**config.mk**
```make
export PLATFORM = sky130hd
export DESIGN_NAME = csr_top
export DESIGN_NICKNAME = d
export VERILOG_FILES = /design/src/common/csr_pkg.sv /design/src/excp/excp_priority.sv /design/src/excp/excp_state.sv /design/src/logic/csr_access.sv /design/src/logic/csr_top.sv /design/src/timer/timer_unit.sv
export VERILOG_INCLUDE_DIRS = /design/src /design/src/common
export SDC_FILE = /design/constraint.sdc
export NUM_CORES = 1
export LEC_CHECK = 0
export ABC_AREA = 1
export BUFFER_PORTS_ARGS = -buffer_cell sky130_fd_sc_hd__clkbuf_2
export CORE_MARGIN = 2
export CORE_UTILIZATION = 25
export CTS_CLUSTER_SIZE = 24
export DETAILED_ROUTE_END_ITERATION = 7
export PLACE_DENSITY = 0.45
export SLEW_MARGIN = 15
export SYNTH_ARGS = -nofsm -noshare
export SYNTH_HDL_FRONTEND = slang
export SYNTH_HIERARCHICAL = 1
export SYNTH_SLANG_ARGS = --single-unit
```
**constraint.sdc**
```tcl
create_clock -name clk -period 11.3 [get_ports clk]
set_input_delay 0 -clock clk [delete_from_list [all_inputs] [get_ports clk]]
set_output_delay 0 -clock clk [all_outputs]
set_load 0.02 [all_outputs]
```
**src/common/csr_cfg.svh**
```systemverilog
`ifndef CSR_CFG_SVH
`define CSR_CFG_SVH

// word and address widths
`define CSR_DATA_W 32
`define CSR_ADDR_W 14
`define CNT_W 64
`define EXCP_W 8
`define HWI_W 8
`define INT_W 13
`define ECODE_W 6
`define ESUBCODE_W 9

// crmd and prmd fields
`define CRMD_PLV 1:0
`define CRMD_IE 2
`define CRMD_DA 3
`define PRMD_PPLV 1:0
`define PRMD_PIE 2

// estat fields
`define ESTAT_IS (`INT_W-1):0
`define ESTAT_SWI 1:0
`define ESTAT_HWI 9:2
`define ESTAT_TI 11
`define ESTAT_ECODE 21:16
`define ESTAT_ESUBCODE 30:22

// bit 10 of the local enables is reserved
`define ECTL_LIE (`INT_W-1):0
`define ECTL_LIE_MSK 13'h1bff

// timer fields
`define TCFG_EN 0
`define TCFG_PERIODIC 1
`define TCFG_INITVAL 31:2
`define TICLR_CLR 0

`define EENTRY_VA_LSB 6

// direct address mode after reset
`define CRMD_RST 32'h0000_0008

`endif

```
**src/common/csr_pkg.sv**
```systemverilog
`include "csr_cfg.svh"

package csr_pkg;

  // architectural csr numbers
  typedef enum logic [`CSR_ADDR_W-1:0] {
    csr_crmd   = 14'h000,
    csr_prmd   = 14'h001,
    csr_ectl   = 14'h004,
    csr_estat  = 14'h005,
    csr_era    = 14'h006,
    csr_badv   = 14'h007,
    csr_eentry = 14'h00c,
    csr_save0  = 14'h030,
    csr_save1  = 14'h031,
    csr_save2  = 14'h032,
    csr_save3  = 14'h033,
    csr_tid    = 14'h040,
    csr_tcfg   = 14'h041,
    csr_tval   = 14'h042,
    csr_ticlr  = 14'h044
  } csr_addr_e;

  typedef enum logic [1:0] {
    rdcnt_csr  = 2'd0,
    rdcnt_id   = 2'd1,
    rdcnt_low  = 2'd2,
    rdcnt_high = 2'd3
  } rdcnt_e;

  typedef enum logic [`ECODE_W-1:0] {
    ecode_int = 6'h00,
    ecode_ade = 6'h08,
    ecode_ale = 6'h09,
    ecode_sys = 6'h0b,
    ecode_brk = 6'h0c,
    ecode_ine = 6'h0d,
    ecode_ipe = 6'h0e
  } ecode_e;

  // highest priority first
  typedef enum logic [$clog2(`EXCP_W)-1:0] {
    excp_int, excp_adef, excp_adem, excp_ale,
    excp_sys, excp_brk, excp_ine, excp_ipe
  } excp_idx_e;

endpackage

```
**src/excp/excp_priority.sv**
```systemverilog
`include "csr_cfg.svh"

module excp_priority (
  input  logic [`EXCP_W-1:0]     excp_flags_i,
  output logic                   excp_valid_o,
  output csr_pkg::ecode_e        ecode_o,
  output logic [`ESUBCODE_W-1:0] esubcode_o,
  output logic                   badv_is_pc_o,
  output logic                   va_error_o
);

  logic addr_err;

  assign excp_valid_o = |excp_flags_i;

  always_comb begin
    ecode_o    = csr_pkg::ecode_int;
    esubcode_o = '0;
    if (excp_flags_i[csr_pkg::excp_int]) begin
      ecode_o = csr_pkg::ecode_int;
    end else if (excp_flags_i[csr_pkg::excp_adef]) begin
      ecode_o = csr_pkg::ecode_ade;
    end else if (excp_flags_i[csr_pkg::excp_adem]) begin
      // same code as adef, told apart by esubcode
      ecode_o    = csr_pkg::ecode_ade;
      esubcode_o = `ESUBCODE_W'd1;
    end else if (excp_flags_i[csr_pkg::excp_ale]) begin
      ecode_o = csr_pkg::ecode_ale;
    end else if (excp_flags_i[csr_pkg::excp_sys]) begin
      ecode_o = csr_pkg::ecode_sys;
    end else if (excp_flags_i[csr_pkg::excp_brk]) begin
      ecode_o = csr_pkg::ecode_brk;
    end else if (excp_flags_i[csr_pkg::excp_ine]) begin
      ecode_o = csr_pkg::ecode_ine;
    end else if (excp_flags_i[csr_pkg::excp_ipe]) begin
      ecode_o = csr_pkg::ecode_ipe;
    end
  end

  // only when an address error is the recorded cause
  assign addr_err = excp_flags_i[csr_pkg::excp_adef] |
                    excp_flags_i[csr_pkg::excp_adem] |
                    excp_flags_i[csr_pkg::excp_ale];

  assign va_error_o   = addr_err & ~excp_flags_i[csr_pkg::excp_int];
  assign badv_is_pc_o = excp_flags_i[csr_pkg::excp_adef] & ~excp_flags_i[csr_pkg::excp_int];

endmodule

```
**src/excp/excp_state.sv**
```systemverilog
`include "csr_cfg.svh"

module excp_state (
  input  logic                   clk,
  input  logic                   rst_n,
  input  logic                   excp_valid_i,
  input  csr_pkg::ecode_e        ecode_i,
  input  logic [`ESUBCODE_W-1:0] esubcode_i,
  input  logic                   badv_is_pc_i,
  input  logic                   va_error_i,
  input  logic                   ertn_i,
  input  logic [`CSR_DATA_W-1:0] pc_i,
  input  logic [`CSR_DATA_W-1:0] vaddr_i,
  input  logic [`HWI_W-1:0]      hw_int_i,
  input  logic                   timer_fire_i,
  input  logic                   ticlr_clr_i,
  input  logic [`CSR_DATA_W-1:0] w_data_i,
  input  logic                   crmd_we_i,
  input  logic                   prmd_we_i,
  input  logic                   ectl_we_i,
  input  logic                   estat_we_i,
  input  logic                   era_we_i,
  input  logic                   badv_we_i,
  input  logic                   eentry_we_i,
  output logic [`CSR_DATA_W-1:0] crmd_o,
  output logic [`CSR_DATA_W-1:0] prmd_o,
  output logic [`CSR_DATA_W-1:0] ectl_o,
  output logic [`CSR_DATA_W-1:0] estat_o,
  output logic [`CSR_DATA_W-1:0] era_o,
  output logic [`CSR_DATA_W-1:0] badv_o,
  output logic [`CSR_DATA_W-1:0] eentry_o,
  output logic                   int_o
);

  logic [`CSR_DATA_W-1:0]              crmd_q;
  logic [`CSR_DATA_W-1:0]              prmd_q;
  logic [`CSR_DATA_W-1:0]              ectl_q;
  logic [`CSR_DATA_W-1:0]              estat_q;
  logic [`CSR_DATA_W-1:0]              era_q;
  logic [`CSR_DATA_W-1:0]              badv_q;
  logic [`CSR_DATA_W-1:`EENTRY_VA_LSB] eentry_va_q;
  logic [`INT_W-1:0]                   int_pend;

  // later assignments win, so software writes override hardware updates
  always_ff @(posedge clk) begin
    if (!rst_n) begin
      crmd_q  <= `CRMD_RST;
      prmd_q  <= '0;
      ectl_q  <= '0;
      estat_q <= '0;
      era_q   <= '0;
    end else begin
      estat_q[`ESTAT_HWI] <= hw_int_i;
      if (timer_fire_i) begin
        estat_q[`ESTAT_TI] <= 1'b1;
      end
      if (ticlr_clr_i) begin
        estat_q[`ESTAT_TI] <= 1'b0;
      end
      if (excp_valid_i) begin
        prmd_q[`PRMD_PPLV]        <= crmd_q[`CRMD_PLV];
        prmd_q[`PRMD_PIE]         <= crmd_q[`CRMD_IE];
        crmd_q[`CRMD_PLV]         <= 2'b00;
        crmd_q[`CRMD_IE]          <= 1'b0;
        estat_q[`ESTAT_ECODE]     <= ecode_i;
        estat_q[`ESTAT_ESUBCODE]  <= esubcode_i;
        era_q                     <= pc_i;
      end
      if (ertn_i) begin
        crmd_q[`CRMD_PLV] <= prmd_q[`PRMD_PPLV];
        crmd_q[`CRMD_IE]  <= prmd_q[`PRMD_PIE];
      end
      if (crmd_we_i) begin
        crmd_q[`CRMD_PLV] <= w_data_i[`CRMD_PLV];
        crmd_q[`CRMD_IE]  <= w_data_i[`CRMD_IE];
        crmd_q[`CRMD_DA]  <= w_data_i[`CRMD_DA];
      end
      if (prmd_we_i) begin
        prmd_q[`PRMD_PPLV] <= w_data_i[`PRMD_PPLV];
        prmd_q[`PRMD_PIE]  <= w_data_i[`PRMD_PIE];
      end
      if (ectl_we_i) begin
        ectl_q[`ECTL_LIE] <= w_data_i[`ECTL_LIE] & `ECTL_LIE_MSK;
      end
      // only the software interrupt bits are writable
      if (estat_we_i) begin
        estat_q[`ESTAT_SWI] <= w_data_i[`ESTAT_SWI];
      end
      if (era_we_i) begin
        era_q <= w_data_i;
      end
    end
  end

  always_ff @(posedge clk) begin
    if (va_error_i) begin
      badv_q <= badv_is_pc_i ? pc_i : vaddr_i;
    end
    if (badv_we_i) begin
      badv_q <= w_data_i;
    end
    if (eentry_we_i) begin
      eentry_va_q <= w_data_i[`CSR_DATA_W-1:`EENTRY_VA_LSB];
    end
  end

  assign int_pend = estat_q[`ESTAT_IS] & ectl_q[`ECTL_LIE];
  assign int_o    = (|int_pend) & crmd_q[`CRMD_IE];

  assign crmd_o   = crmd_q;
  assign prmd_o   = prmd_q;
  assign ectl_o   = ectl_q;
  assign estat_o  = estat_q;
  assign era_o    = era_q;
  assign badv_o   = badv_q;
  assign eentry_o = {eentry_va_q, {`EENTRY_VA_LSB{1'b0}}};

  // the pipeline never retires an ertn that also raised an exception
  a_excp_ertn_excl: assert property (
    @(posedge clk) disable iff (!rst_n) !(excp_valid_i && ertn_i)
  );

endmodule

```
**src/logic/csr_access.sv**
```systemverilog
`include "csr_cfg.svh"

module csr_access (
  input  logic                   clk,
  input  logic                   rst_n,
  input  logic                   stall_i,
  input  logic                   csr_we_i,
  input  logic [`CSR_ADDR_W-1:0] csr_w_addr_i,
  input  logic [`CSR_DATA_W-1:0] csr_w_mask_i,
  input  logic [`CSR_DATA_W-1:0] csr_w_data_i,
  input  logic [`CSR_ADDR_W-1:0] csr_r_addr_i,
  input  csr_pkg::rdcnt_e        rdcnt_i,
  input  logic [`CSR_DATA_W-1:0] crmd_i,
  input  logic [`CSR_DATA_W-1:0] prmd_i,
  input  logic [`CSR_DATA_W-1:0] ectl_i,
  input  logic [`CSR_DATA_W-1:0] estat_i,
  input  logic [`CSR_DATA_W-1:0] era_i,
  input  logic [`CSR_DATA_W-1:0] badv_i,
  input  logic [`CSR_DATA_W-1:0] eentry_i,
  input  logic [`CSR_DATA_W-1:0] tcfg_i,
  input  logic [`CSR_DATA_W-1:0] tval_i,
  input  logic [`CSR_DATA_W-1:0] tid_i,
  input  logic [`CNT_W-1:0]      cnt_i,
  output logic [`CSR_DATA_W-1:0] w_data_o,
  output logic                   crmd_we_o,
  output logic                   prmd_we_o,
  output logic                   ectl_we_o,
  output logic                   estat_we_o,
  output logic                   era_we_o,
  output logic                   badv_we_o,
  output logic                   eentry_we_o,
  output logic                   tcfg_we_o,
  output logic                   tid_we_o,
  output logic                   ticlr_clr_o,
  output logic [`CSR_DATA_W-1:0] csr_r_data_o
);

  logic                   we;
  logic                   ticlr_we;
  logic [3:0]             save_we;
  logic [`CSR_DATA_W-1:0] save_q [4];
  logic [`CSR_DATA_W-1:0] r_data;

  assign we = csr_we_i && !stall_i;

  // merge against the value read in the previous cycle
  assign w_data_o = (csr_r_data_o & ~csr_w_mask_i) | (csr_w_data_i & csr_w_mask_i);

  always_comb begin
    crmd_we_o   = 1'b0;
    prmd_we_o   = 1'b0;
    ectl_we_o   = 1'b0;
    estat_we_o  = 1'b0;
    era_we_o    = 1'b0;
    badv_we_o   = 1'b0;
    eentry_we_o = 1'b0;
    tcfg_we_o   = 1'b0;
    tid_we_o    = 1'b0;
    ticlr_we    = 1'b0;
    save_we     = '0;
    case (csr_w_addr_i)
      csr_pkg::csr_crmd:   crmd_we_o   = we;
      csr_pkg::csr_prmd:   prmd_we_o   = we;
      csr_pkg::csr_ectl:   ectl_we_o   = we;
      csr_pkg::csr_estat:  estat_we_o  = we;
      csr_pkg::csr_era:    era_we_o    = we;
      csr_pkg::csr_badv:   badv_we_o   = we;
      csr_pkg::csr_eentry: eentry_we_o = we;
      csr_pkg::csr_save0:  save_we[0]  = we;
      csr_pkg::csr_save1:  save_we[1]  = we;
      csr_pkg::csr_save2:  save_we[2]  = we;
      csr_pkg::csr_save3:  save_we[3]  = we;
      csr_pkg::csr_tid:    tid_we_o    = we;
      csr_pkg::csr_tcfg:   tcfg_we_o   = we;
      csr_pkg::csr_ticlr:  ticlr_we    = we;
      default: ;
    endcase
  end

  assign ticlr_clr_o = ticlr_we && w_data_o[`TICLR_CLR];

  always_ff @(posedge clk) begin
    if (!rst_n) begin
      for (int i = 0; i < 4; i++) begin
        save_q[i] <= '0;
      end
    end else begin
      for (int i = 0; i < 4; i++) begin
        if (save_we[i]) begin
          save_q[i] <= w_data_o;
        end
      end
    end
  end

  // ticlr, tval and unknown numbers fall through here where needed
  always_comb begin
    r_data = '0;
    case (rdcnt_i)
      csr_pkg::rdcnt_id:   r_data = tid_i;
      csr_pkg::rdcnt_low:  r_data = cnt_i[`CSR_DATA_W-1:0];
      csr_pkg::rdcnt_high: r_data = cnt_i[`CNT_W-1:`CSR_DATA_W];
      default: begin
        case (csr_r_addr_i)
          csr_pkg::csr_crmd:   r_data = crmd_i;
          csr_pkg::csr_prmd:   r_data = prmd_i;
          csr_pkg::csr_ectl:   r_data = ectl_i;
          csr_pkg::csr_estat:  r_data = estat_i;
          csr_pkg::csr_era:    r_data = era_i;
          csr_pkg::csr_badv:   r_data = badv_i;
          csr_pkg::csr_eentry: r_data = eentry_i;
          csr_pkg::csr_save0:  r_data = save_q[0];
          csr_pkg::csr_save1:  r_data = save_q[1];
          csr_pkg::csr_save2:  r_data = save_q[2];
          csr_pkg::csr_save3:  r_data = save_q[3];
          csr_pkg::csr_tid:    r_data = tid_i;
          csr_pkg::csr_tcfg:   r_data = tcfg_i;
          csr_pkg::csr_tval:   r_data = tval_i;
          default:             r_data = '0;
        endcase
      end
    endcase
  end

  always_ff @(posedge clk) begin
    if (!rst_n) begin
      csr_r_data_o <= '0;
    end else if (!stall_i) begin
      csr_r_data_o <= r_data;
    end
  end

endmodule

```
**src/logic/csr_top.sv**
```systemverilog
`include "csr_cfg.svh"

module csr_top (
  input  logic                   clk,
  input  logic                   rst_n,
  input  logic                   stall_i,
  input  logic                   csr_we_i,
  input  logic [`CSR_ADDR_W-1:0] csr_w_addr_i,
  input  logic [`CSR_DATA_W-1:0] csr_w_mask_i,
  input  logic [`CSR_DATA_W-1:0] csr_w_data_i,
  input  logic [`CSR_ADDR_W-1:0] csr_r_addr_i,
  input  csr_pkg::rdcnt_e        rdcnt_i,
  input  logic [`EXCP_W-1:0]     excp_flags_i,
  input  logic                   ertn_i,
  input  logic [`CSR_DATA_W-1:0] pc_i,
  input  logic [`CSR_DATA_W-1:0] vaddr_i,
  input  logic [`HWI_W-1:0]      hw_int_i,
  output logic [`CSR_DATA_W-1:0] csr_r_data_o,
  output logic                   int_o
);

  logic [`CSR_DATA_W-1:0]  w_data;
  logic                    crmd_we, prmd_we, ectl_we, estat_we;
  logic                    era_we, badv_we, eentry_we, tcfg_we, tid_we;
  logic                    ticlr_clr;
  logic [`CSR_DATA_W-1:0]  crmd, prmd, ectl, estat, era, badv, eentry;
  logic [`CSR_DATA_W-1:0]  tcfg, tval, tid;
  logic [`CNT_W-1:0]       cnt;
  logic                    timer_fire;
  logic                    excp_valid;
  csr_pkg::ecode_e         ecode;
  logic [`ESUBCODE_W-1:0]  esubcode;
  logic                    badv_is_pc;
  logic                    va_error;

  csr_access i_access (
    .clk, .rst_n, .stall_i, .csr_we_i, .csr_w_addr_i, .csr_w_mask_i, .csr_w_data_i,
    .csr_r_addr_i, .rdcnt_i,
    .crmd_i(crmd), .prmd_i(prmd), .ectl_i(ectl), .estat_i(estat), .era_i(era),
    .badv_i(badv), .eentry_i(eentry), .tcfg_i(tcfg), .tval_i(tval), .tid_i(tid),
    .cnt_i(cnt), .w_data_o(w_data),
    .crmd_we_o(crmd_we), .prmd_we_o(prmd_we), .ectl_we_o(ectl_we),
    .estat_we_o(estat_we), .era_we_o(era_we), .badv_we_o(badv_we),
    .eentry_we_o(eentry_we), .tcfg_we_o(tcfg_we), .tid_we_o(tid_we),
    .ticlr_clr_o(ticlr_clr), .csr_r_data_o
  );

  excp_priority i_priority (
    .excp_flags_i, .excp_valid_o(excp_valid), .ecode_o(ecode),
    .esubcode_o(esubcode), .badv_is_pc_o(badv_is_pc), .va_error_o(va_error)
  );

  excp_state i_state (
    .clk, .rst_n, .excp_valid_i(excp_valid), .ecode_i(ecode), .esubcode_i(esubcode),
    .badv_is_pc_i(badv_is_pc), .va_error_i(va_error), .ertn_i, .pc_i, .vaddr_i,
    .hw_int_i, .timer_fire_i(timer_fire), .ticlr_clr_i(ticlr_clr), .w_data_i(w_data),
    .crmd_we_i(crmd_we), .prmd_we_i(prmd_we), .ectl_we_i(ectl_we),
    .estat_we_i(estat_we), .era_we_i(era_we), .badv_we_i(badv_we),
    .eentry_we_i(eentry_we),
    .crmd_o(crmd), .prmd_o(prmd), .ectl_o(ectl), .estat_o(estat), .era_o(era),
    .badv_o(badv), .eentry_o(eentry), .int_o
  );

  timer_unit i_timer (
    .clk, .rst_n, .w_data_i(w_data), .tcfg_we_i(tcfg_we), .tid_we_i(tid_we),
    .tcfg_o(tcfg), .tval_o(tval), .tid_o(tid), .cnt_o(cnt), .timer_fire_o(timer_fire)
  );

endmodule

```
**src/timer/timer_unit.sv**
```systemverilog
`include "csr_cfg.svh"

module timer_unit (
  input  logic                   clk,
  input  logic                   rst_n,
  input  logic [`CSR_DATA_W-1:0] w_data_i,
  input  logic                   tcfg_we_i,
  input  logic                   tid_we_i,
  output logic [`CSR_DATA_W-1:0] tcfg_o,
  output logic [`CSR_DATA_W-1:0] tval_o,
  output logic [`CSR_DATA_W-1:0] tid_o,
  output logic [`CNT_W-1:0]      cnt_o,
  output logic                   timer_fire_o
);

  logic [`CSR_DATA_W-1:0] tcfg_q;
  logic [`CSR_DATA_W-1:0] tval_q;
  logic [`CSR_DATA_W-1:0] tid_q;
  logic [`CNT_W-1:0]      cnt_q;
  logic                   timer_en_q;
  logic [`CSR_DATA_W-1:0] reload_val;

  // initval counts in units of four cycles
  assign reload_val = {tcfg_q[`TCFG_INITVAL], 2'b00};

  assign timer_fire_o = timer_en_q && (tval_q == '0);

  always_ff @(posedge clk) begin
    if (!rst_n) begin
      tcfg_q     <= '0;
      tval_q     <= '0;
      timer_en_q <= 1'b0;
    end else if (tcfg_we_i) begin
      tcfg_q     <= w_data_i;
      tval_q     <= {w_data_i[`TCFG_INITVAL], 2'b00};
      timer_en_q <= w_data_i[`TCFG_EN];
    end else if (timer_en_q) begin
      if (tval_q != '0) begin
        tval_q <= tval_q - 1'b1;
      end else begin
        // one-shot parks at all ones and stops
        tval_q     <= tcfg_q[`TCFG_PERIODIC] ? reload_val : '1;
        timer_en_q <= tcfg_q[`TCFG_PERIODIC];
      end
    end
  end

  always_ff @(posedge clk) begin
    if (!rst_n) begin
      cnt_q <= '0;
    end else begin
      cnt_q <= cnt_q + 1'b1;
    end
  end

  always_ff @(posedge clk) begin
    if (tid_we_i) begin
      tid_q <= w_data_i;
    end
  end

  assign tcfg_o = tcfg_q;
  assign tval_o = tval_q;
  assign tid_o  = tid_q;
  assign cnt_o  = cnt_q;

  a_tval_hold: assert property (
    @(posedge clk) disable iff (!rst_n)
    (!timer_en_q && !tcfg_we_i) |=> $stable(tval_q)
  );

endmodule

```
==> flow_metrics.tcl <==
set metrics [dict create \
    cp_data_arrival_time_ps 4400 \
    finalHoldViolations 0 \
    clock_latency_ps 650 \
    switching_share_pct 25.1 \
    drt_iter0_markers 1700 \
    clockRootBuffer "clkbuf_16" \
    hold_depth 3 \
    antenna_found_initial 2 \
    die_area_um2 110000 \
    cts_buffer_depth 3 \
    ir_drop_mv 0.104 \
    p_clk_share_pct 45.8 \
    dr.pass1.iters 6 \
    p_sw_uw 975 \
    reg2reg_from "i_access/csr_r_data_o[0]$_SDFFE_PN0N_" \
    hold_end "i_access/save_q[1][9]$_SDFFCE_PN0P_" \
    start_kind "primary input" \
    synth_edf_count 218 \
    multi_input_area_um2 12700 \
    tightestPinTransition_ps 1160 \
    synth-seq-area-share_pct 42.0 \
    synth_cell_types 48 \
    cts.sinks 456 \
    dr_total_vias 26155 \
    min_path_type "in -> reg" \
    drv_cap 0 \
    rr_worst_depth 6 \
    power_density_nw_per_um2 121 \
    cp.required_ps 11840 \
    syn_avg_cell_area_um2 6.97 \
    cts_tree "done" \
    die_width_um 332 \
    rsz0062_at_grt "no" \
    power.leakage_nw 14.1 \
    nNetsFinal 4329 \
    max_freq_ghz 0.260 \
    finClkSkew_ps 29.5 \
    comb_power_share_pct 7.5 \
    cts_hold_buf 147 \
    synthFlopType "dfxtp_1" \
    drc_errors 0 \
    path_max_fanout 35 \
    crit_type "in -> reg" \
    areaGrowthSynthToFinish_pct 19.6 \
    synth.cell_area_um2 26900 \
    setup_tns_ps 0 \
    core_area_um2 107000 \
    grt_usage_pct 19.2 \
    grt.overflow.total 0 \
    final_common_cell "nand2_1" \
    grt_pass1_wl_mm 161 \
    gp_congestion 0.915 \
    die_h_um 332 \
    cp-startpoint "stall_i" \
    relSlewSlack_pct 22.4 \
    finalMaxSlewViolations 0 \
    clkTransAtPathRegs_ps 60 \
    antenna_left 0 \
    wl_per_cell_um 19.4 \
    hold_start "csr_w_mask_i[9]" \
    numCtsBuffers 57 \
    start_util_pct 25.2 \
    yosysWarnings 6 \
    final.period_utilization_pct 34.1 \
    intPower_mw 2.91 \
    dp_cells 5344 \
    ys_seq_elements 456 \
    h-tree-depth 2 \
    ff_latch_area_um2 11300 \
    rows 120 \
    hpwl_mm 77.3 \
    post_cts_buffers 0 \
    mostFrequentLayoutCells "957 x nand2_1, 518 x nand3_1, 458 x nor2_1" \
    portBuffers 211 \
    n_fill_cell 11900 \
    reg2reg_to "i_state/estat_o[11]$_SDFFE_PP0P_" \
    netlist_instances 3866 \
    async_flop_share_pct 0 \
    grt_max_degree 91 \
    p_seq_share_pct 46.6 \
    fin_crit_ps 3850 \
    routed_wl_mm 108 \
    setup_viol 0 \
    status "complete, no violations" \
    layoutNonFillerInstCount 5598 \
    ff2ff_setup_slack_ps 8710 \
    whs_ps 19.2 \
    cp-end-kind "register" \
    viasPerCell 4.67 \
    ios 212 \
    cts.repair.resized 0 \
    drive_above_1_share_pct 10.5 \
    grt_pass1_vias 25182 \
]
==> synth_stat cells, types with 3 or more instances <==
library cell,number,area [µm²]
a211oi_1,32,240
a21boi_0,30,225
a21oi_1,231,1160
a22oi_1,32,240
a311oi_1,3,26.3
buf_2,107,536
buf_4,107,803
buf_6,10,113
clkbuf_1,69,259
clkinv_1,3,11.3
dfxtp_1,238,4760
edfxtp_1,218,6550
ha_1,3,37.5
inv_1,438,1640
inv_2,10,37.5
nand2_1,957,3590
nand2_2,10,62.6
nand3_1,518,2590
nand4_1,35,219
nor2_1,469,1760
nor2_2,30,188
nor2_4,11,124
nor3_1,67,335
nor3_2,6,60.1
o21ai_0,128,641
o21ai_1,29,145
o21bai_1,4,30.0
o22ai_1,15,93.8
or2_0,7,43.8
or2_2,6,37.5
xnor2_1,8,70.1
xor2_1,12,105
==> power by group through the flow <==
| stage | clock, mW | sequential [mW] | combinational (mW) |
|---|---|---|---|
| after floorplan | 0 | 1.84 | 0.141 |
| after global placement | 0 | 1.85 | 0.248 |
| after detailed placement | 0 | 1.85 | 0.250 |
| after CTS | 1.83 | 1.81 | 0.292 |
| after global routing | 1.88 | 1.81 | 0.321 |
| final | 1.78 | 1.81 | 0.293 |
==> sequential cells by signal (all words and copies together), names as in the netlist <==
signal,flops
i_state/era_o,32
i_timer/cnt_o,64
i_state/eentry_va_q,26
i_timer/tval_o,32
i_state/badv_o,32
i_state/crmd_o,4
i_timer/timer_en_q,1
i_timer/tid_o,32
i_state/prmd_o,3
i_access/csr_r_data_o,32
i_access/save_q,128
i_state/estat_o,26
i_timer/tcfg_o,32
i_state/ectl_o,12
==> critical path: stages <==
cell and delay [ps]:
clkbuf_2 570, inv_1 730, buf_4 420, nand2_1 110, inv_1 110, nand3_1 120
nor2_2 120, buf_4 410, clkinv_1 680, nand2_1 850, a21oi_1 80, nand2_1 110
inv_1 40
==> final cells by class <==
type,instances,share of cell area [%]
multi-input combinational,2761,39.3
antenna,1,0.00777
timing repair buffer,420,9.30
clock buffer,85,4.88
tap,1403,5.45
clock inverter,21,0.626
inverter,451,5.26
sequential,456,35.1
==> metal layers <==
metal | vias up | global-route usage (%) | wire length [µm]
li1 | 12945 | - | -
met1 | 12367 | 25.8 | 49300
met2 | 704 | 32.3 | 51000
met3 | 139 | 2.01 | 4790
met4 | 0 | 6.19 | 3350
met5 | - | 0 | 0
==> cell families (layout without fill, tap and decap cells) <==
group           Yosys count  count (layout)  synth area share (%)
other cells               2             100                0.0279
xor+xnor                 20              20                 0.650
flops                   456             456                  42.0
buf+inv                 746             977                  12.7
simple gates           2130            2130                  34.0
compound gates          509             509                  10.5
fa+ha+maj                 3               3                 0.139
==> stage by stage <==
step                util (%)  cell area [µm²]  setup WS [ps]  total power, mW
finish                  30.1            32200           7450             3.88
global route            30.1            32200           7200             4.02
CTS                     30.1            32200           7580             3.93
detailed placement      27.1            29000           6890             2.10
global placement        27.1            29000           6920             2.09
floorplan                  -            27300           7730             1.98
==> worst max path at each step <==
stage | to | slack [ps] | cells after the start
final | i_timer/tval_o[0]$_SDFFE_PP0P_ | 7450 | 13
after global routing | i_timer/tval_o[1]$_SDFFE_PP0P_ | 7200 | 13
after CTS | i_timer/tval_o[0]$_SDFFE_PP0P_ | 7580 | 13
after detailed placement | i_timer/tval_o[0]$_SDFFE_PP0P_ | 6890 | 13
after global placement | i_timer/tval_o[0]$_SDFFE_PP0P_ | 6920 | 13
after floorplan | i_access/save_q[0][0]$_SDFFCE_PN0P_ | 7730 | 8
No activity file was read; power rests on OpenSTA's default activity.
